`src/include/hero_defs.svh`:
```
/*
 * HERO SoC constants
 * sizes of the cluster ports, the L2 scratchpad and the RAB table,
 * and the address region codes
 */
`ifndef HERO_DEFS_SVH
`define HERO_DEFS_SVH

// number of cluster request ports (2 to 8)
`define HERO_N_CLUSTERS 4

// L2 depth in 32-bit words
`define HERO_L2_WORDS 256

// RAB translation entries
`define HERO_RAB_ENTRIES 4

// region code in addr[31:28] that selects the L2
`define HERO_REGION_L2 4'h1

`endif

```
`src/rtl/hero_pkg.sv`:
```
/*
 * HERO types
 * request, response, host and RAB entry structs, and the address union
 * with its L2 and RAB views
 */
package hero_pkg;

  // address as seen by the router
  typedef struct packed {
    logic [3:0]  region;
    logic [17:0] rsvd;
    logic [7:0]  word_idx;
    logic [1:0]  byte_off;
  } l2_addr_t;

  // address as seen by the RAB
  typedef struct packed {
    logic [19:0] vpn;
    logic [11:0] offset;
  } rab_addr_t;

  typedef union packed {
    l2_addr_t  l2;
    rab_addr_t rab;
  } hero_addr_u;

  typedef struct packed {
    logic        we;
    hero_addr_u  addr;
    logic [31:0] wdata;
  } cl_req_t;

  typedef struct packed {
    logic [31:0] rdata;
    logic        err;
  } cl_rsp_t;

  typedef struct packed {
    logic        we;
    logic [31:0] addr;
    logic [31:0] wdata;
  } host_req_t;

  typedef struct packed {
    logic        valid;
    logic [19:0] vpn;
    logic [19:0] ppn;
  } rab_entry_t;

endpackage

```
`src/rtl/cl_port_arbiter.sv`:
```
/*
 * cluster port arbiter
 * round-robin grant of the cluster req/ack ports onto one internal port,
 * grant held for the whole four-phase handshake
 */
`timescale 1ns/1ns
`include "hero_defs.svh"

module cl_port_arbiter #(
  parameter int unsigned N_CLUSTERS = `HERO_N_CLUSTERS
) (
  input  logic                                clk_i,
  input  logic                                rst_n_i,
  input  logic              [N_CLUSTERS-1:0] cl_req_valid_i,
  input  hero_pkg::cl_req_t [N_CLUSTERS-1:0] cl_req_i,
  output logic              [N_CLUSTERS-1:0] cl_ack_o,
  output hero_pkg::cl_rsp_t                   cl_rsp_o,
  output logic                                bus_req_o,
  output hero_pkg::cl_req_t                   bus_pl_o,
  input  logic                                bus_ack_i,
  input  hero_pkg::cl_rsp_t                   bus_rsp_i
);

  localparam int unsigned PW = $clog2(N_CLUSTERS);

  logic          busy_q;
  logic [PW-1:0] grant_q;
  logic [PW-1:0] ptr_q;
  logic [PW-1:0] pick_idx;
  logic          pick_found;
  int unsigned   cand;

  // first requester at or after the pointer
  always_comb begin
    pick_found = 1'b0;
    pick_idx   = '0;
    cand       = 0;
    for (int unsigned i = 0; i < N_CLUSTERS; i++) begin
      cand = int'(ptr_q) + i;
      if (cand >= N_CLUSTERS) begin
        cand = cand - N_CLUSTERS;
      end
      if (!pick_found && cl_req_valid_i[cand]) begin
        pick_found = 1'b1;
        pick_idx   = PW'(cand);
      end
    end
  end

  always_ff @(posedge clk_i) begin
    if (!rst_n_i) begin
      busy_q  <= 1'b0;
      grant_q <= '0;
      ptr_q   <= '0;
    end else if (!busy_q) begin
      if (pick_found) begin
        busy_q  <= 1'b1;
        grant_q <= pick_idx;
      end
    end else if (!cl_req_valid_i[grant_q] && !bus_ack_i) begin
      // handshake closed so the pointer moves past the winner
      busy_q <= 1'b0;
      ptr_q  <= (grant_q == PW'(N_CLUSTERS - 1)) ? '0 : grant_q + 1'b1;
    end
  end

  assign bus_req_o = busy_q && cl_req_valid_i[grant_q];
  assign bus_pl_o  = cl_req_i[grant_q];
  assign cl_rsp_o  = bus_rsp_i;

  // ack only reaches the granted cluster
  always_comb begin
    cl_ack_o          = '0;
    cl_ack_o[grant_q] = busy_q && bus_ack_i;
  end

endmodule

```
`config.mk`:
```
export PLATFORM = sky130hd
export DESIGN_NAME = cl_port_arbiter
export DESIGN_NICKNAME = d
export VERILOG_FILES = /design/src/rtl/hero_pkg.sv /design/src/rtl/cl_port_arbiter.sv
export VERILOG_INCLUDE_DIRS = /design/src /design/src/include
export SDC_FILE = /design/constraint.sdc
export NUM_CORES = 1
export LEC_CHECK = 0
export BUFFER_PORTS_ARGS = -buffer_cell sky130_fd_sc_hd__clkbuf_2
export CORE_AREA = 2 2 156 158
export DETAILED_ROUTE_END_ITERATION = 10
export DIE_AREA = 0 0 158 160
export PLACE_DENSITY = 0.41
export RECOVER_POWER = 50
export SYNTH_ARGS = -nofsm -noshare
export SYNTH_HDL_FRONTEND = slang
export SYNTH_SLANG_ARGS = --single-unit
```
`constraint.sdc`:
```
create_clock -name clk_i -period 1.35 [get_ports clk_i]
set_input_delay 0.2025 -clock clk_i [delete_from_list [all_inputs] [get_ports clk_i]]
set_output_delay 0.2025 -clock clk_i [all_outputs]
set_load 0.02 [all_outputs]
```
# == Word level (Yosys, flattened, before mapping) ==
# Cells that the tools add are included.
# totals
out_inout_bits,103
input_bits,300
regBits,5
word_cells,68
# op_classes
n_addsub,8
muxes,30
n_reduce_logical,14
eq_ne,1
bitwise_logic,2
order_cmp,10
# op_table
cell,count
65-bit binary-select mux with 2-bit select,1
"32-bit by 3-bit less-than comparator with 1-bit output, second input constant",4
32-bit 2-to-1 mux,4
65-bit 2-to-1 mux,1
1-bit 2-to-1 mux,13
"3-bit by 3-bit subtractor with 4-bit output, second input constant",3
1-bit binary-select mux with 2-bit select,5
2-bit 2-to-1 mux,5
"3-bit >= comparator, second input constant",3
1-bit logical AND,7
"2-bit by 2-bit adder with 3-bit output, second input constant",2
1-bit zero test,5
4-bit AND,1
2-bit AND reduction,2
"2-bit by 3-bit subtractor with 4-bit output, second input constant",1
"2-bit by 1-bit adder with 3-bit output, second input constant",1
"2-bit by 3-bit >= comparator with 1-bit output, second input constant",1
"2-bit by 3-bit less-than comparator with 1-bit output, second input constant",1
"2-bit by 1-bit adder with 2-bit output, second input constant",1
1-bit demux with 2-bit select,1
"2-bit equality test, second input constant",1
"2-bit by 1-bit >= comparator with 1-bit output, second input constant",1
1-bit NOT,1

# == Longest topological paths before layout ==
# logic_depth
word_depth,16
mapped_depth,6
mapped_depth_nobuf,4

# == Worst setup path after synthesis ==
# OpenSTA, ideal clock, no wires.
# synth_path
path_type,reg2out
start,register grant_q[0]
end,output bus_pl_o[30] (netlist bit)
required_time_ns,1.148
path_stages_with_launch,4
slack_ns,-0.180
arrival_time_ns,1.327
n_path_buf,2
path_cell_list,dfxtp_1 buf_6 buf_2 mux4_2
# synth_lines
element,line,source
from (decl),cl_port_arbiter.sv:27,logic [PW-1:0] grant_q;
from (signal assigned),cl_port_arbiter.sv:58,grant_q <= pick_idx;
to (decl),cl_port_arbiter.sv:19,"output hero_pkg::cl_req_t bus_pl_o,"

==> impl_metrics.env <==
export IMPL_status="finished with violations"
export IMPL_violations="negative setup slack"
export IMPL_fin_crit_sh=1.34
export IMPL_synth_xor_area_frac=0
export IMPL_clock_sinks=5
export IMPL_die_height_um=160
export IMPL_clk_pin_slew_ps=40
export IMPL_hold_path_class="primary input to register"
export IMPL_routedLengthMet1_um=5250
export IMPL_fin_area_mm2=0.00519
export IMPL_gp_congestion=0.778
export IMPL_maxSlewHeadroom=0.772
export IMPL_syn_area_mm2=0.00225
export IMPL_grt_ovfl_total=0
export IMPL_cts_tree="done"
export IMPL_crit_fanout=8
export IMPL_grt_setup_unrepaired="yes"
export IMPL_clkLatencyLatePin_ps=230
export IMPL_yosysWarnings=0
export IMPL_p_clk_frac=0.175
export IMPL_dr_pass1_iters=4
export IMPL_ys_seq_area_frac=0.0445
export IMPL_setup_slack_ps=-454
export IMPL_crit_start="grant_q[0]$_SDFFE_PN0P_"
export IMPL_finalMaxSlewViolations=0
export IMPL_rows=57
export IMPL_place_inst=793
export IMPL_tightest_slew_ps=339
export IMPL_grt_pass1_vias=3131
export IMPL_met3_length_um=1070
export IMPL_clockBufferDepth=2
export IMPL_drc_errors=0
export IMPL_nNetsFinal=794
export IMPL_synthToLayoutAreaGrowth_pct=131
export IMPL_switching_power_uw=995
export IMPL_cp_arrival_ps=1600
export IMPL_grt_pass1_wl_um=17800
export IMPL_synth_adder_area_share=0.0223
export IMPL_layout_drive_gt1_share=0.933
export IMPL_synth_compound_area_frac=0.0306
export IMPL_clock_skew_final_ps=0.432
export IMPL_r2r_end="ptr_q[0]$_SDFFE_PN0P_"
export IMPL_worstSetupPathType="register to primary output"
export IMPL_routed_top_layer="met4"
export IMPL_viasPerCell=3.62
export IMPL_timing_hold_ws_ps=324
export IMPL_comb_power_share=0.763
export IMPL_synth_fp_nets=468
export IMPL_antenna_found_initial=0
export IMPL_instances_no_fill=813
export IMPL_crit_end="bus_pl_o[30]"
export IMPL_cp_required_ps=1150
export IMPL_drv_cap=0
export IMPL_ys_seq_elements=5
export IMPL_place_area_mm2=0.00419
export IMPL_cts_made_buffers=3
export IMPL_p_int_mw=1.85
export IMPL_start_util=0.0943
export IMPL_synth_top_family_by_area="multiplexers"
export IMPL_avgSynthCellArea_um2=13.7
export IMPL_ctsHoldBuffers=0
export IMPL_via_count=2941
export IMPL_ys_types=27
export IMPL_die_w_um=158
export IMPL_port_buffers=336
export IMPL_core_region_area_mm2=0.0238
export IMPL_fin_tns_setup_ps=-28120
export IMPL_antenna_cells=0
export IMPL_muxShareOfSynthArea=0.674
export IMPL_die_area_mm2=0.0253
export IMPL_ioPinCount=403
export IMPL_leakage_nw=2.39
export IMPL_netlist_top_cell_by_area="mux4_2"
export IMPL_drt_total_wl_um=13300
export IMPL_drt_iter0_drc=108
export IMPL_finalHoldViolations=0
export IMPL_rr_startpoint="grant_q[0]$_SDFFE_PN0P_"
export IMPL_fmax_ghz=0.554
export IMPL_irDropWorstVdd_mv=0.371
export IMPL_setup_viol=73
export IMPL_htree_num_levels=1
export IMPL_period_needed_ps=1800
export IMPL_wl_met2_um=6820
export IMPL_synth_top_area_share=0.651
export IMPL_swShare=0.350
export IMPL_yosys_area_share_simple=0.0573
export IMPL_syn_inst=164
export IMPL_ff2ff_path_depth=6
export IMPL_power_density_mw_per_mm2=548
export IMPL_rrSetupSlack_ps=-160
export IMPL_root_buffer="clkbuf_16"
export IMPL_wire_per_inst_um=16.3
export IMPL_fill_cells=2642
export IMPL_grt_max_degree=35
export IMPL_post_dp_hpwl_um=10500
export IMPL_critPathLaunchType="register"
export IMPL_seqPwrFrac=0.063
export IMPL_track_usage=0.0928
export IMPL_synth_area_leaders="mux4_2 65%, buf_4 13%, dfxtp_1 4.5%"
export IMPL_end_kind="primary output"
export IMPL_antenna_left=0
[routing by layer]
metal | vias to the layer above | GRT usage
met2 | 162 | 0.166
met5 | - | 0
li1 | 1329 | -
met1 | 1436 | 0.116
met3 | 14 | 0.0201
met4 | 0 | 0.0131
[worst max-delay path, cell delays in order, from the launching register on]
cell,delay [ps]
dfxtp_4,380
buf_12,150
buf_12,140
mux4_2,540
buf_6,160
[worst min-delay path by stage]
stage / from / to / depth (start not counted) / slack [ps]
after floorplan: rst_n_i / ptr_q[1]$_SDFFE_PN0P_ / 2 / 350
after global placement: bus_rsp_i[15] / cl_rsp_o[15] / 0 / 410
after detailed placement: bus_rsp_i[15] / cl_rsp_o[15] / 0 / 410
after CTS: rst_n_i / ptr_q[1]$_SDFFE_PN0P_ / 3 / 320
after global routing: rst_n_i / ptr_q[1]$_SDFFE_PN0P_ / 3 / 360
final: rst_n_i / ptr_q[1]$_SDFFE_PN0P_ / 3 / 320
[cell families (layout without fill, tap and decap cells)]
logic type	count (synthesis)	after routing
multiplexers	70	70
buffers and inverters	54	379
flip-flops	5	5
AO/OA/AOI/OAI	9	9
adder cells (fa/ha/maj)	4	4
AND/OR/NAND/NOR	22	22
[sequential cells by signal (all words and copies together) (netlist names)]
name	count
grant_q	2
ptr_q	2
busy_q	1
[layout make-up]
cell class | instances | area [um2] | area share
timing repair buffer | 371 | 2730 | 0.525
multi-input combinational | 105 | 1850 | 0.357
tap | 324 | 405 | 0.0780
sequential | 5 | 108 | 0.0207
clock buffer | 4 | 78.8 | 0.0152
inverter | 4 | 22.5 | 0.00434
[cell usage in the layout (no fill, tap or decap), types with 2 or more instances in the layout]
cell type,n
ha_4,4
mux4_2,65
and3_4,5
buf_6,62
buf_12,10
or2b_1,2
nand2_1,6
nor2b_1,2
buf_16,4
buf_8,12
dfxtp_4,2
a21oi_1,2
buf_2,2
buf_4,11
bufbuf_16,2
o211ai_1,2
inv_1,2
dfxtp_1,3
mux2i_1,3
clkbuf_16,5
clkbuf_2,266
[power by group through the flow]
stage	clock [mW]	combinational (mW)	sequential, mW
2_1_floorplan	0	1.09	0.167
3_5_place_dp	0	1.62	0.184
6_report	0.498	2.17	0.178
4_1_cts	0.504	1.83	0.178
3_3_place_gp	0	1.62	0.184
5_1_grt	0.515	2.31	0.181
[synthesized netlist by cell type, drive strengths merged]
library cell,n
mux4,65
o21ai,1
a22oi,1
or2b,2
nor4,1
inv,4
and3,6
mux2i,5
a311oi,1
o211ai,2
dfxtp,5
nor3b,1
a21oi,2
nand2b,1
or3,1
clkbuf,1
buf,49
o221ai,1
nand2,6
nor2b,2
and3b,1
ha,4
or2,1
o41ai,1
[through the flow]
step	worst slack (ps)	power, mW	utilization
after detailed placement	-263	1.80	0.176
after floorplan	-70.2	1.26	-
final	-454	2.85	0.218
after global routing	-490	3.00	0.218
after CTS	-468	2.51	0.194
after global placement	-253	1.80	0.176
[repair_timing]
| action | CTS | global route |
|---|---|---|
| resized for setup | 38 | 211 |
| gates cloned | 6 | 2 |
| setup buffers | 4 | 4 |
| pin swaps | 1 | 6 |
| setup endpoints to repair | 73 | 73 |
Power figures use the tool's default switching activity.
