### config.mk
export PLATFORM = sky130hd
export DESIGN_NAME = rab
export DESIGN_NICKNAME = d
export VERILOG_FILES = /design/src/rtl/hero_pkg.sv /design/src/rtl/rab.sv
export VERILOG_INCLUDE_DIRS = /design/src /design/src/include
export SDC_FILE = /design/constraint.sdc
export NUM_CORES = 1
export LEC_CHECK = 0
export ABC_AREA = 1
export BUFFER_PORTS_ARGS = -buffer_cell sky130_fd_sc_hd__buf_2
export CAP_MARGIN = 20
export CORE_MARGIN = 5
export CORE_UTILIZATION = 30
export CTS_BUF_LIST = sky130_fd_sc_hd__clkbuf_8
export DETAILED_ROUTE_END_ITERATION = 8
export SYNTH_ARGS = -nofsm -noshare
export SYNTH_HDL_FRONTEND = slang
export SYNTH_SLANG_ARGS = --single-unit
### constraint.sdc
create_clock -name clk_i -period 9.15 [get_ports clk_i]
set_input_delay 2.745 -clock clk_i [delete_from_list [all_inputs] [get_ports clk_i]]
set_output_delay 2.745 -clock clk_i [all_outputs]
set_load 0.01 [all_outputs]
### src/include/hero_defs.svh
/*
 * HERO SoC constants
 * sizes of the cluster ports, the L2 scratchpad and the RAB table,
 * and the address region codes
 */
`ifndef HERO_DEFS_SVH
`define HERO_DEFS_SVH

// number of cluster request ports (2 to 8)
`define HERO_N_CLUSTERS 4

// L2 depth in 32-bit words
`define HERO_L2_WORDS 256

// RAB translation entries
`define HERO_RAB_ENTRIES 4

// region code in addr[31:28] that selects the L2
`define HERO_REGION_L2 4'h1

`endif

### src/rtl/hero_pkg.sv
/*
 * HERO types
 * request, response, host and RAB entry structs, and the address union
 * with its L2 and RAB views
 */
package hero_pkg;

  // address as seen by the router
  typedef struct packed {
    logic [3:0]  region;
    logic [17:0] rsvd;
    logic [7:0]  word_idx;
    logic [1:0]  byte_off;
  } l2_addr_t;

  // address as seen by the RAB
  typedef struct packed {
    logic [19:0] vpn;
    logic [11:0] offset;
  } rab_addr_t;

  typedef union packed {
    l2_addr_t  l2;
    rab_addr_t rab;
  } hero_addr_u;

  typedef struct packed {
    logic        we;
    hero_addr_u  addr;
    logic [31:0] wdata;
  } cl_req_t;

  typedef struct packed {
    logic [31:0] rdata;
    logic        err;
  } cl_rsp_t;

  typedef struct packed {
    logic        we;
    logic [31:0] addr;
    logic [31:0] wdata;
  } host_req_t;

  typedef struct packed {
    logic        valid;
    logic [19:0] vpn;
    logic [19:0] ppn;
  } rab_entry_t;

endpackage

### src/rtl/rab.sv
/*
 * remapping address block
 * translates the virtual page through a host-programmed table,
 * forwards hits to the host port and flags misses with a sticky IRQ
 */
`timescale 1ns/1ns
`include "hero_defs.svh"

module rab (
  input  logic                                       clk_i,
  input  logic                                       rst_n_i,
  input  logic                                       req_i,
  input  hero_pkg::cl_req_t                          pl_i,
  output logic                                       ack_o,
  output hero_pkg::cl_rsp_t                          rsp_o,
  output logic                                       host_req_o,
  output hero_pkg::host_req_t                        host_pl_o,
  input  logic                                       host_ack_i,
  input  logic [31:0]                                host_rdata_i,
  input  logic                                       conf_req_i,
  input  logic [$clog2(`HERO_RAB_ENTRIES)-1:0]       conf_idx_i,
  input  hero_pkg::rab_entry_t                       conf_entry_i,
  output logic                                       conf_ack_o,
  output logic                                       miss_irq_o
);

  typedef enum logic [1:0] {RAB_IDLE, RAB_LOOKUP, RAB_HOST, RAB_ACK} rab_state_e;

  rab_state_e           state_q;
  hero_pkg::rab_entry_t tbl_q [`HERO_RAB_ENTRIES];
  logic                 hit;
  logic [19:0]          hit_ppn;
  logic                 conf_wr;
  logic                 miss_evt;

  // lowest matching index wins, so scan downwards
  always_comb begin
    hit     = 1'b0;
    hit_ppn = '0;
    for (int i = `HERO_RAB_ENTRIES - 1; i >= 0; i--) begin
      if (tbl_q[i].valid && tbl_q[i].vpn == pl_i.addr.rab.vpn) begin
        hit     = 1'b1;
        hit_ppn = tbl_q[i].ppn;
      end
    end
  end

  assign conf_wr  = conf_req_i && !conf_ack_o;
  assign miss_evt = state_q == RAB_LOOKUP && !hit;

  // config port
  always_ff @(posedge clk_i) begin
    if (!rst_n_i) begin
      conf_ack_o <= 1'b0;
      for (int i = 0; i < `HERO_RAB_ENTRIES; i++) begin
        tbl_q[i].valid <= 1'b0;
      end
    end else if (conf_wr) begin
      tbl_q[conf_idx_i] <= conf_entry_i;
      conf_ack_o        <= 1'b1;
    end else if (!conf_req_i) begin
      conf_ack_o <= 1'b0;
    end
  end

  // sticky until the host reprograms the table
  always_ff @(posedge clk_i) begin
    if (!rst_n_i) begin
      miss_irq_o <= 1'b0;
    end else if (miss_evt) begin
      miss_irq_o <= 1'b1;
    end else if (conf_wr) begin
      miss_irq_o <= 1'b0;
    end
  end

  always_ff @(posedge clk_i) begin
    if (!rst_n_i) begin
      state_q    <= RAB_IDLE;
      ack_o      <= 1'b0;
      host_req_o <= 1'b0;
    end else begin
      case (state_q)
        RAB_IDLE: begin
          if (req_i) begin
            state_q <= RAB_LOOKUP;
          end
        end
        RAB_LOOKUP: begin
          if (hit) begin
            host_req_o <= 1'b1;
            state_q    <= RAB_HOST;
          end else begin
            ack_o   <= 1'b1;
            state_q <= RAB_ACK;
          end
        end
        RAB_HOST: begin
          if (host_ack_i) begin
            host_req_o <= 1'b0;
            ack_o      <= 1'b1;
            state_q    <= RAB_ACK;
          end
        end
        default: begin
          if (!req_i && !host_ack_i) begin
            ack_o   <= 1'b0;
            state_q <= RAB_IDLE;
          end
        end
      endcase
    end
  end

  // host request and response payload
  always_ff @(posedge clk_i) begin
    if (state_q == RAB_LOOKUP) begin
      host_pl_o.we    <= pl_i.we;
      host_pl_o.addr  <= {hit_ppn, pl_i.addr.rab.offset};
      host_pl_o.wdata <= pl_i.wdata;
      rsp_o.rdata     <= '0;
      rsp_o.err       <= !hit;
    end else if (state_q == RAB_HOST && host_ack_i) begin
      rsp_o.rdata <= host_rdata_i;
      rsp_o.err   <= 1'b0;
    end
  end

endmodule

---- Yosys cells after proc, flatten, opt, wreduce, memory -nomap -nowiden ----
Memory sizes are Yosys's and may differ from the RTL's.
Index checks and enable logic that the tools add are counted.
storage, ports and cells
  bits in registers ....................... 104
  memory bits (writable) .................. 164
  input bits .............................. 145
  output and inout port bits .............. 102
  logic and storage cells ................. 78
  memories kept ........................... 1
operators by class
  equality and inequality tests ........... 11
  mux-type cells .......................... 33
  bitwise gates (word level) .............. 1
  reduce and logical (&&, ||, !) cells .... 22
memory list
  memory  words  width  rd ports  clocked after memory_dff  write ports  line       text
  tbl_q   4      41     4         0                         4            rab.sv:30  hero_pkg::rab_entry_t tbl_q [`HERO_RAB_ENTRIES];
operator list
  kind                  count
  $eq A20 B20 Y1        4
  $mux W20              4
  $mux W41              1
  $reduce_or A41 Y1     1
  $mux W1               20
  $mux W2               5
  $logic_and A1 B1 Y1   8
  $ne A2 B2 Y1 const B  4
  $pmux W2 S3           1
  $reduce_and A3 Y1     2
  $reduce_bool A2 Y1    3
  $logic_not A1 Y1      4
  $reduce_and A4 Y1     1
  $reduce_bool A4 Y1    1
  $pmux W1 S3           1
  $reduce_bool A3 Y1    1
  $eq A2 B1 Y1 const B  1
  $eq A2 B2 Y1 const B  1
  $logic_not A2 Y1      1
  $ne A2 B1 Y1 const B  1
  $pmux W1 S2           1
  $not A1 Y1            1

---- Depth between registers and ports, before layout ----
An unclocked memory read counts as a cell.
  depth in word-level cells ............... 10
  mapped depth ............................ 14
  depth with buffers taken out ............ 13

---- Worst setup path after synthesis ----
No wires, ideal clock.
  path kind ............................... input port to flip-flop
  start ................................... input port rst_n_i
  end ..................................... memory tbl_q[0][0] in the netlist's numbering, enable pin
  library setup time ...................... 440 ps
  arrival time ............................ 5194 ps
  data required time ...................... 8710 ps
  path slack .............................. 3516 ps
  stages on the path ...................... 7
  path buffers ............................ 1
  path through ............................ buf_2 > nand2_1 > nor2_1 > clkinv_1 > nor2_1 > inv_1 > nor2_1
RTL lines
  what                line       text
  start: declaration  rab.sv:11  input logic rst_n_i,
  end: declaration    rab.sv:30

==> results.ini <==
[clock_network]
clkSinkCount = 268
cts.root.buffer_cell = clkbuf_8
cts_hold_buf = 0
numCtsBuffers = 44
clk_path_buf_depth = 3
postCtsResizedCells = 0
path_clk_slew_ns = 0.06
cts_setup_buffers = 0
cts_tree = built
insertion_delay_ns = 0.58
htree_levels = 2

[setup_path]
slowest_stage = nor2_4
arrival_ns = 5.43
cp_max_fo = 24
path_class = in2reg
reg2reg_to = tbl_q[1][35]
r2r-start = conf_ack_o
worstPathRequired_ns = 9.36
r2r_setup_slack_ns = 6.06
cpPeakStageDelay_ns = 0.52
worstRegToRegCells = 7
crit_path_end_kind = flop
start_kind = primary input
cp-startpoint = rst_n_i
crit_chain = buf_2, nand2_1, nor2_1, clkinv_1, buf_16, nor2_1, inv_1, nor2_4, buf_4
cp_common_cell = nor2_1
crit_end = tbl_q[1][35]

[placed_design]
dpl_cell_area_mm2 = 0.0129
gp_congestion = 0.834
dp_hpwl_um = 19900
port_buffers = 246

[floorplanning]
io_pins = 247
die_area_mm2 = 0.0413
num_rows = 70
chipHeight_um = 203
core-area_mm2 = 0.0367
die_x_um = 203
initial_core_util_pct = 30.5

[synth]
synth-simple-area-share_pct = 14.9
synth_edf_count = 227
ys_seq_area_share_pct = 68.3
synth_warnings = 0
synth_area_leaders = edfxtp_1 (61%), dfxtp_1 (7.3%), nand2_1 (7.3%), nor2_1 (5.8%), inv_1 (4.6%)
synth_commonest_cells = edfxtp_1 (227), nand2_1 (217), nor2_1 (172), inv_1 (137), o21ai_0 (48)
post-synth-top-count-cell = edfxtp_1
synth_top_flop_cell = edfxtp_1
avgSynthCellArea_um2 = 10.9
synth_nets = 1173
ys_ff_latch = 268
async_flop_share_pct = 0
synth_top_area_share_pct = 60.9
synth_top_family_by_area = simple AND/OR/NAND/NOR gates
synth-compound-area-share_pct = 8.70
synth_xor_area_share_pct = 0.783
yosys.area.top_type = edfxtp_1
synth_adder_area_share_pct = 0.447
syn_inst = 1024
synth_mux_area_share_pct = 0
ys_types = 32
syn_area_mm2 = 0.0112

[cells_and_area]
finalNetCount = 1445
fill_cells = 3667
syn_to_final_growth_pct = 23.3
final_area_mm2 = 0.0138
drive_gt1_share_pct = 30.6

[timing]
hold_viol = 0
fin_setup_tns_ns = 0
drv_slew = 0
final-setup-viol-count = 0
timing.fmax_mhz = 192
timing.final.crit_share_pct = 57.0
worst_slew_pin_slew_ns = 1.02
maxSlewHeadroom_pct = 31.6
clock_skew_ns = 0.0255
period_needed_ns = 5.22
grt_setup_unrepaired = no

[global_routing]
grt_max_degree = 62
first_global_vias = 8072
track_usage_pct = 13.6
grt_pass1_wl_um = 43900
grt_overflow = 0
antenna_found_initial = 7

[status]
outcome = finished, final reports clean

[route]
vias_per_cell = 4.30
firstDrtPassIters = 5
post_drt_wl_per_cell_um = 15.9
drt_iter0_markers = 311
via_count = 7737
ant_nets = 0
drc = 0
wirelength_um = 28700

[pwr]
p_per_area_mw_per_mm2 = 232
power_leakage_nw = 6.05
vdd_ir_drop_max_mv = 0.150

[worst_hold_path]
hold_class = reg2reg

[flow_run]
cap_viol_max_count = 0

==> critical path, delay by kind of cell <==
family	cells	cell delay, ns
and+or+nand+nor	4	1.00
buffers and inverters	5	1.66
==> metrics by stage <==
stage               cells  hold slack (ns)  worst slack (ns)  utilization, %  power, mW
CTS                  1797            0.480              3.49            37.5       3.26
global placement     1716            0.456              2.95            35.2       2.23
detailed placement   1717            0.466              2.86            35.2       2.24
floorplan            1024            0.451              3.52               -       1.96
finish               1799            0.475              3.93            37.6       3.20
global route         1799            0.504              3.62            37.6       3.39
==> where the power goes <==
| part | total, mW | internal [mW] | switching (mW) |
|---|---|---|---|
| logic | 0.622 | 0.221 | 0.401 |
| clock network | 1.00 | 0.522 | 0.478 |
| registers | 1.58 | 1.52 | 0.0618 |
| total | 3.20 | 2.26 | 0.941 |
==> worst min path at each step <==
stage / end / depth (start not counted) / start / slack, ns
after global placement: host_req_o / 2 / host_req_o / 0.46
after CTS: rsp_o[17] / 2 / rsp_o[17] / 0.48
after floorplan: tbl_q[0][40] / 2 / tbl_q[0][40] / 0.45
final: rsp_o[17] / 2 / rsp_o[17] / 0.48
after detailed placement: rsp_o[17] / 2 / rsp_o[17] / 0.47
after global routing: rsp_o[2] / 2 / rsp_o[2] / 0.50
==> state kept, by name, indices dropped and copies added (netlist names) <==
signal      flops
host_pl_o      65
miss_irq_o      1
state_q         2
rsp_o          33
tbl_q         164
ack_o           1
conf_ack_o      1
host_req_o      1
==> area by class of cell <==
type                       count  area (µm²)  share of cell area, %
antenna                        1        2.50                 0.0181
clock buffer                  49         674                   4.89
clock inverter                31         166                   1.21
inverter                     158         596                   4.32
multi-input combinational    570        2810                   20.4
sequential                   268        7640                   55.4
tap                          468         586                   4.24
timing repair buffer         254        1320                   9.59
==> placed cells by master, fill, tap and decap left out, types with 2 or more instances in the layout <==
cell type | synthesis | layout
clkbuf_8 | 0 | 49
nor2_2 | 10 | 10
nand3_1 | 12 | 12
or2_1 | 4 | 4
inv_2 | 19 | 20
clkinv_2 | 0 | 5
o21ai_1 | 8 | 8
nand3_4 | 2 | 2
nor2_1 | 172 | 169
dfxtp_1 | 41 | 41
edfxtp_1 | 227 | 227
o21ai_0 | 48 | 48
a21oi_2 | 19 | 19
buf_4 | 2 | 6
nor2_4 | 0 | 3
clkinv_1 | 1 | 8
buf_2 | 4 | 246
o211ai_1 | 2 | 2
o21ai_2 | 18 | 18
ha_1 | 4 | 3
nand2_1 | 217 | 217
o211ai_2 | 18 | 18
xnor2_1 | 9 | 9
a21oi_1 | 21 | 21
inv_1 | 137 | 152
==> kinds of logic after synthesis <==
kind of cell               count (synthesis)
buffers and inverters                    186
AOI/OAI and AO/OA                        136
xor gates and xnor gates                  10
adders and majority gates                  4
and+or+nand+nor                          420
DFF                                      268
==> layer usage <==
layer / wire, µm / GRT usage (%) / share of wire, %
met3: 2030 / 4.17 / 7.1
met1: 12200 / 16.8 / 42
met4: 597 / 4.10 / 2.1
met5: 80 / 0 / 0.28
met2: 13800 / 22.8 / 48
No activity file was read; power rests on OpenSTA's default activity.
