==> config.mk <==
export PLATFORM = sky130hd
export DESIGN_NAME = soc_router
export DESIGN_NICKNAME = d
export VERILOG_FILES = /design/src/rtl/hero_pkg.sv /design/src/rtl/soc_router.sv
export VERILOG_INCLUDE_DIRS = /design/src /design/src/include
export SDC_FILE = /design/constraint.sdc
export NUM_CORES = 1
export LEC_CHECK = 0
export ABC_AREA = 1
export ABC_CLOCK_PERIOD_IN_PS = 3200
export BUFFER_PORTS_ARGS = -buffer_cell sky130_fd_sc_hd__buf_4
export CELL_PAD_IN_SITES_DETAIL_PLACEMENT = 2
export CELL_PAD_IN_SITES_GLOBAL_PLACEMENT = 2
export CORE_MARGIN = 3
export CORE_UTILIZATION = 24
export CTS_CLUSTER_SIZE = 24
export DETAILED_ROUTE_END_ITERATION = 10
export HOLD_SLACK_MARGIN = 0.08
export PLACE_DENSITY = 0.78
export SYNTH_ARGS = -nofsm -noshare
export SYNTH_HDL_FRONTEND = slang
export SYNTH_SLANG_ARGS = --single-unit
==> constraint.sdc <==
create_clock -name clk_i -period 3.2 [get_ports clk_i]
set_clock_uncertainty 0.15 [all_clocks]
set_input_delay 0.16 -clock clk_i [delete_from_list [all_inputs] [get_ports clk_i]]
set_output_delay 0.16 -clock clk_i [all_outputs]
set_load 0.02 [all_outputs]
==> src/include/hero_defs.svh <==
/*
 * HERO SoC constants
 * sizes of the cluster ports, the L2 scratchpad and the RAB table,
 * and the address region codes
 */
`ifndef HERO_DEFS_SVH
`define HERO_DEFS_SVH

// number of cluster request ports (2 to 8)
`define HERO_N_CLUSTERS 4

// L2 depth in 32-bit words
`define HERO_L2_WORDS 256

// RAB translation entries
`define HERO_RAB_ENTRIES 4

// region code in addr[31:28] that selects the L2
`define HERO_REGION_L2 4'h1

`endif

==> src/rtl/hero_pkg.sv <==
/*
 * HERO types
 * request, response, host and RAB entry structs, and the address union
 * with its L2 and RAB views
 */
package hero_pkg;

  // address as seen by the router
  typedef struct packed {
    logic [3:0]  region;
    logic [17:0] rsvd;
    logic [7:0]  word_idx;
    logic [1:0]  byte_off;
  } l2_addr_t;

  // address as seen by the RAB
  typedef struct packed {
    logic [19:0] vpn;
    logic [11:0] offset;
  } rab_addr_t;

  typedef union packed {
    l2_addr_t  l2;
    rab_addr_t rab;
  } hero_addr_u;

  typedef struct packed {
    logic        we;
    hero_addr_u  addr;
    logic [31:0] wdata;
  } cl_req_t;

  typedef struct packed {
    logic [31:0] rdata;
    logic        err;
  } cl_rsp_t;

  typedef struct packed {
    logic        we;
    logic [31:0] addr;
    logic [31:0] wdata;
  } host_req_t;

  typedef struct packed {
    logic        valid;
    logic [19:0] vpn;
    logic [19:0] ppn;
  } rab_entry_t;

endpackage

==> src/rtl/soc_router.sv <==
/*
 * SoC bus router
 * decodes the address region and runs the handshake towards the L2
 * or the RAB; unmapped addresses get a local error response
 */
`timescale 1ns/1ns
`include "hero_defs.svh"

module soc_router (
  input  logic              clk_i,
  input  logic              rst_n_i,
  input  logic              bus_req_i,
  input  hero_pkg::cl_req_t bus_pl_i,
  output logic              bus_ack_o,
  output hero_pkg::cl_rsp_t bus_rsp_o,
  output logic              l2_req_o,
  output hero_pkg::cl_req_t l2_pl_o,
  input  logic              l2_ack_i,
  input  logic [31:0]       l2_rdata_i,
  output logic              rab_req_o,
  output hero_pkg::cl_req_t rab_pl_o,
  input  logic              rab_ack_i,
  input  hero_pkg::cl_rsp_t rab_rsp_i
);

  typedef enum logic [1:0] {RT_IDLE, RT_L2, RT_RAB, RT_ACK} rt_state_e;

  rt_state_e         state_q;
  hero_pkg::cl_req_t pl_q;
  logic              sel_rab;
  logic              sel_l2;

  // top bit goes to the RAB before the region compare
  assign sel_rab = bus_pl_i.addr.l2.region[3];
  assign sel_l2  = bus_pl_i.addr.l2.region == `HERO_REGION_L2;

  always_ff @(posedge clk_i) begin
    if (!rst_n_i) begin
      state_q   <= RT_IDLE;
      bus_ack_o <= 1'b0;
      l2_req_o  <= 1'b0;
      rab_req_o <= 1'b0;
    end else begin
      case (state_q)
        RT_IDLE: begin
          if (bus_req_i) begin
            if (sel_rab) begin
              rab_req_o <= 1'b1;
              state_q   <= RT_RAB;
            end else if (sel_l2) begin
              l2_req_o <= 1'b1;
              state_q  <= RT_L2;
            end else begin
              bus_ack_o <= 1'b1;
              state_q   <= RT_ACK;
            end
          end
        end
        RT_L2: begin
          if (l2_ack_i) begin
            l2_req_o  <= 1'b0;
            bus_ack_o <= 1'b1;
            state_q   <= RT_ACK;
          end
        end
        RT_RAB: begin
          if (rab_ack_i) begin
            rab_req_o <= 1'b0;
            bus_ack_o <= 1'b1;
            state_q   <= RT_ACK;
          end
        end
        default: begin
          // wait for the requester and the target to close
          if (!bus_req_i && !l2_ack_i && !rab_ack_i) begin
            bus_ack_o <= 1'b0;
            state_q   <= RT_IDLE;
          end
        end
      endcase
    end
  end

  // response and target payload
  always_ff @(posedge clk_i) begin
    if (state_q == RT_IDLE && bus_req_i) begin
      pl_q            <= bus_pl_i;
      bus_rsp_o.rdata <= '0;
      bus_rsp_o.err   <= !sel_rab && !sel_l2;
    end else if (state_q == RT_L2 && l2_ack_i) begin
      bus_rsp_o.rdata <= l2_rdata_i;
      bus_rsp_o.err   <= 1'b0;
    end else if (state_q == RT_RAB && rab_ack_i) begin
      bus_rsp_o <= rab_rsp_i;
    end
  end

  assign l2_pl_o  = pl_q;
  assign rab_pl_o = pl_q;

endmodule

### Yosys cells after proc, flatten, opt, wreduce, memory -nomap -nowiden

Cells that the tools add are included.

* word-level logic and storage cells: 66
* output and inout bits: 166
* flip-flop bits (word level): 103
* input bits: 135

* reductions and logical operators: 21
* eq/ne operators: 10
* multiplexer cells: 26

Operators with widths (count)
* $mux 33: 2
* $mux 1: 14
* $ne 2x2->1 const B: 7
* $mux 2: 6
* $reduce_and 4->1: 2
* $logic_and 1x1->1: 6
* $pmux 2 s3: 1
* $reduce_and 6->1: 1
* $reduce_bool 2->1: 3
* $logic_not 1->1: 5
* $reduce_and 5->1: 1
* $eq 4x1->1 const B: 1
* $pmux 1 s2: 2
* $reduce_bool 4->1: 1
* $pmux 1 s3: 1
* $reduce_bool 3->1: 1
* $eq 2x1->1 const B: 1
* $eq 2x2->1 const B: 1
* $logic_not 2->1: 1

### Longest topological paths before layout

* depth after elaboration: 5
* mapped depth: 10

### Worst setup path before layout

Ideal clock, no wire load.

* path type: reg-to-reg
* start: reg state_q[0]
* end: reg pl_q (netlist bit l2_pl_o[0]) (enable)
* data required time: 2.629 ns
* arrival: 2.049 ns
* cell stages (with the launch flop): 6
* clock period less this slack: 2.620 ns
* path slack: 0.580 ns
* cells stage by stage: dfxtp_1 -> inv_1 -> ha_1 -> buf_6 -> nand2_4 -> inv_1

* longest elaborated chain between the ends: 2

Ends and longest elaborated chain
* start, declared: RTL line soc_router.sv:28 `rt_state_e state_q;`
* start signal, assigned: RTL line soc_router.sv:39 `state_q <= RT_IDLE;`
* start signal, assigned: RTL line soc_router.sv:49 `state_q <= RT_RAB;`
* start signal, assigned: RTL line soc_router.sv:52 `state_q <= RT_L2;`
* $logic_not 2->1: RTL line soc_router.sv:86 `if (state_q == RT_IDLE && bus_req_i) begin`
* $logic_and 1x1->1: RTL line soc_router.sv:86
* end signal, assigned: RTL line soc_router.sv:87 `pl_q <= bus_pl_i;`
* end, declared: RTL line soc_router.sv:29 `hero_pkg::cl_req_t pl_q;`

No other way between the ends.
A chain may end at the register's enable or synchronous reset.

### Worst setup path in the final report

* start: reg state_q[1]
* end: reg bus_rsp_o[3] in the netlist's numbering

* longest elaborated chain between the ends: 3
* elaborated cells between the ends (all ways): 8

Ends and longest elaborated chain
* $eq 2x1->1 / $eq 2x2->1 (equally long branches): RTL line soc_router.sv:90, soc_router.sv:93
* $logic_and 1x1->1 (on tied branches): RTL line soc_router.sv:90, soc_router.sv:93
* $mux 33 / $reduce_bool 2->1 (equally long branches)
* end signal, assigned: RTL line soc_router.sv:94 `bus_rsp_o <= rab_rsp_i;`
* end, declared: RTL line soc_router.sv:15 `output hero_pkg::cl_rsp_t bus_rsp_o,`

Several ways; a longest one is shown, not always the timed one.

==> key figures <==
Status
  • Run status: completed

Setup path
  • Worst stage delay on the critical path: 560 ps
  • Reg-to-Reg Start: state_q[1]
  • Cell with the most instances on the worst path: sky130_fd_sc_hd__o21ai_1
  • WS Path Type: reg2reg
  • Category of the worst setup path launch point: flop
  • Arrival time worst endpoint: 2940 ps
  • Worst setup startpoint: state_q[1]
  • Family of cells with the greatest summed delay on the critical path: buffers and inverters
  • Cell-by-cell trace of the critical path: inv_1 -> ha_1 -> nand2_4 -> buf_4 -> o21ai_1 -> o211ai_2 -> dlygate4sd3_1 -> o21ai_1
  • Max stage delay cell, worst path: sky130_fd_sc_hd__dlygate4sd3_1
  • Endpoint class of the critical path: flop
  • Worst-path maximum fanout: 45
  • Data required time of the critical path: 3290 ps
  • Crit path buffers/inverters: 3

Routing
  • Number of remaining DRC errors: 0
  • Mean routed wirelength per cell: 22.6 um
  • Count of nets left with antenna violations after detail routing: 0
  • Iteration count of the initial detailed-routing pass: 4
  • Via density per instance: 4.22
  • Initial DRC Count: 156
  • Vias: 4441
  • Total Wirelength: 23800 um

STA
  • Max Clock Freq: 0.351 GHz
  • Post-route fraction of the period consumed by the critical path: 88.9%
  • # setup viols final: 0
  • Endpoints failing hold: 0
  • Setup total negative slack: 0 ps
  • Slew @ Worst Pin: 657 ps
  • RSZ-0062 raised after global routing: false
  • Min Tclk post-route: 2850 ps
  • Post-Route Hold Slack: 213 ps
  • Slew HR: 56.2%
  • Final number of max-transition violations: 0

Synthesis
  • Compound-Gate Fraction of Synth Area: 18.8%
  • Adder and majority cell fraction of the synthesized area: 1.31%
  • Main combinational cell family by area after synthesis: buffers and inverters
  • Average size of a mapped cell: 11.5 um2
  • Post-Synth XOR/XNOR Area: 0%
  • Synthesized Nets: 555
  • Number of synthesized register bits: 103
  • Post-synthesis instance total: 415
  • Number of library cell types mapped by synthesis: 23
  • Count of warnings emitted by yosys: 0
  • Portion of netlist area occupied by mux cells: 0%
  • Summed instance area of the synthesized netlist: 4790 um2
  • Synth Area in Simple Gates: 3.99%
  • Part of the Yosys area used for sequential elements: 56.8%

Die
  • Floorplan die width: 147 um
  • Standard-cell rows: 51
  • Die height: 147 um
  • Effective utilization at floorplan: 24.5%
  • Number of top-level pins: 301
  • Total Die Area: 21700 um2
  • Placeable core region: 19500 um2

Power and ir drop
  • Power density of the placed cells: 763 nW/um2
  • Highest ir drop seen on vdd: 0.000324 V
  • Cell leakage power: 3.76 nW

Final layout
  • Layout net count: 921
  • Count of placed standard cells in the final layout, fillers left out: 1052
  • Area added between synthesis and finish: 76.2%
  • Share of final-layout standard cells stronger than drive strength 1: 50.5%
  • Post-route core utilization: 43.3%

Global routing
  • Global-route wire length before repair: 34700 um
  • Overall global routing resource usage: 21.4%
  • Initial antenna violation count: 1
  • Number of global-route vias before repair: 5175
  • Sum of overflow across all layers after global routing: 0
  • Largest net degree at the start of global routing: 46

CTS
  • Root Driver: sky130_fd_sc_hd__clkbuf_16
  • Clock buffers created by TritonCTS: 9
  • Post-CTS Setup Inserts: 0
  • Clock insertion delay at the later pin of the skew report: 350 ps
  • Number of H-tree levels: 3
  • Maximum number of buffers from clock root to sink: 2
  • CTS sink cnt: 103
  • TritonCTS clock tree: done
  • Clock transition time at the flip-flop clock pins of the worst setup and hold paths: 80 ps

Placed design
  • Number of buffers inserted by port buffering: 300
  • Number of placed instances with taps included: 904
  • Hpwl dp: 15600 um
  • Final weighted congestion in routability-driven placement: 0.819

Min path
  • Worst min-delay path class: in2reg
  • Hold path startpoint: rab_ack_i

Flow run
  • Max-capacitance violation count: 0
[cells by family (layout without fill, tap and decap cells)]
kind of cell    after synthesis  in the layout
fa+ha+maj                     5              5
flops                       103            103
other cells                   0              1
simple gates                 41             41
compound gates              105            105
buf+inv                     161            532
[through the flow]
stage | cell area [um2] | power (mW) | worst slack [ps]
after floorplan | 4790 | 3.84 | 580
after global placement | 6820 | 4.87 | 892
after detailed placement | 6820 | 5.01 | 755
after CTS | 8440 | 6.42 | 345
after global routing | 8450 | 6.78 | 178
final | 8450 | 6.44 | 355
[routing by layer]
| layer | vias up | wire, um | global-route usage (%) |
|---|---|---|---|
| li1 | 2045 | - | - |
| met1 | 2176 | 8780 | 23.2 |
| met2 | 198 | 12600 | 40.0 |
| met3 | 22 | 1750 | 6.45 |
| met4 | 0 | 651 | 6.57 |
| met5 | - | 0 | 0 |
[registers in the layout (all words and copies together), names as in the netlist]
| name | flops |
|---|---|
| bus_ack_o | 1 |
| l2_pl_o | 65 |
| rab_req_o | 1 |
| state_q | 2 |
| l2_req_o | 1 |
| bus_rsp_o | 33 |
[cell usage after synthesis]
library cell	count	share of area, %
sky130_fd_sc_hd__nand3b_1	1	0.16
sky130_fd_sc_hd__buf_6	7	1.6
sky130_fd_sc_hd__nand4_1	1	0.13
sky130_fd_sc_hd__clkbuf_1	1	0.078
sky130_fd_sc_hd__o21ai_0	4	0.42
sky130_fd_sc_hd__a21oi_1	7	0.73
sky130_fd_sc_hd__nand2_4	1	0.23
sky130_fd_sc_hd__nand2_1	20	1.6
sky130_fd_sc_hd__o211ai_2	29	7.6
sky130_fd_sc_hd__ha_1	5	1.3
sky130_fd_sc_hd__nand3_1	8	0.84
sky130_fd_sc_hd__o211ai_1	3	0.47
sky130_fd_sc_hd__dfxtp_1	37	15
sky130_fd_sc_hd__nand3_2	1	0.21
sky130_fd_sc_hd__nor2_1	6	0.47
sky130_fd_sc_hd__o21ai_1	22	2.3
sky130_fd_sc_hd__nand2_2	2	0.26
sky130_fd_sc_hd__inv_1	79	6.2
sky130_fd_sc_hd__edfxtp_1	66	41
sky130_fd_sc_hd__nor2_2	1	0.13
sky130_fd_sc_hd__buf_2	8	0.84
sky130_fd_sc_hd__o21ai_2	40	7.3
sky130_fd_sc_hd__buf_4	66	10
[cell usage in the layout, fill, tap and decap left out]
| cell | count |
|---|---|
| sky130_fd_sc_hd__o211ai_1 | 3 |
| sky130_fd_sc_hd__inv_8 | 2 |
| sky130_fd_sc_hd__inv_6 | 1 |
| sky130_fd_sc_hd__a21oi_1 | 7 |
| sky130_fd_sc_hd__bufinv_16 | 1 |
| sky130_fd_sc_hd__ha_1 | 5 |
| sky130_fd_sc_hd__nand4_1 | 1 |
| sky130_fd_sc_hd__nand2_1 | 20 |
| sky130_fd_sc_hd__nor2_1 | 6 |
| sky130_fd_sc_hd__nand3_2 | 1 |
| sky130_fd_sc_hd__o21ai_1 | 22 |
| sky130_fd_sc_hd__dlygate4sd3_1 | 131 |
| sky130_fd_sc_hd__o21ai_0 | 4 |
| sky130_fd_sc_hd__clkinvlp_4 | 1 |
| sky130_fd_sc_hd__nor2_2 | 1 |
| sky130_fd_sc_hd__edfxtp_1 | 66 |
| sky130_fd_sc_hd__dfxtp_1 | 37 |
| sky130_fd_sc_hd__o21ai_2 | 40 |
| sky130_fd_sc_hd__o211ai_2 | 29 |
| sky130_fd_sc_hd__nand2_4 | 2 |
| sky130_fd_sc_hd__nand3_1 | 8 |
| sky130_fd_sc_hd__inv_1 | 78 |
| sky130_fd_sc_hd__buf_4 | 305 |
| sky130_fd_sc_hd__nand3b_1 | 1 |
| sky130_fd_sc_hd__buf_12 | 1 |
| sky130_fd_sc_hd__inv_2 | 1 |
| sky130_fd_sc_hd__diode_2 | 1 |
| sky130_fd_sc_hd__clkbuf_16 | 9 |
| sky130_fd_sc_hd__clkinv_4 | 2 |
| sky130_fd_sc_hd__nand2_2 | 1 |
[worst reg2reg max path, stage by stage, from the launching register on]
cell                            delay, ps
sky130_fd_sc_hd__dfxtp_1              410
sky130_fd_sc_hd__inv_1                100
sky130_fd_sc_hd__ha_1                 250
sky130_fd_sc_hd__nand2_4              500
sky130_fd_sc_hd__buf_4                490
sky130_fd_sc_hd__o21ai_1              150
sky130_fd_sc_hd__o211ai_2              70
sky130_fd_sc_hd__dlygate4sd3_1        560
sky130_fd_sc_hd__o21ai_1               60
[path summary, 6_finish.rpt]
check / to / slack, ps / depth (start not counted)
worst min register to register: bus_rsp_o[30] / 320 / 2
worst max-delay path: bus_rsp_o[3] / 350 / 8
worst max register to register: bus_rsp_o[3] / 350 / 8
worst min-delay path: rab_req_o / 210 / 5
[power by group]
part / leakage, nW / internal [mW] / total, mW / switching, mW
Sequential: 0.934 / 1.89 / 2.20 / 0.315
Clock: 0.150 / 0.626 / 1.20 / 0.578
Combinational: 2.68 / 1.23 / 3.04 / 1.80
[area by class of cell]
| cell class | count | area (um2) |
|---|---|---|
| Tap cell | 265 | 332 |
| Antenna cell | 1 | 2.50 |
| Clock buffer | 9 | 225 |
| Fill cell | 2061 | 11100 |
| Multi-Input combinational cell | 151 | 1160 |
| Sequential cell | 103 | 2720 |
| Timing Repair Buffer | 437 | 3620 |
| Clock inverter | 7 | 86.3 |
| Inverter | 79 | 297 |
[what timing repair did]
| action | 4_1_cts | 5_1_grt |
|---|---|---|
| hold buffers | 131 | 0 |
| endpoints found under the hold margin | 103 | 0 |
| resized for setup | 0 | 0 |
Power figures use the tool's default switching activity.
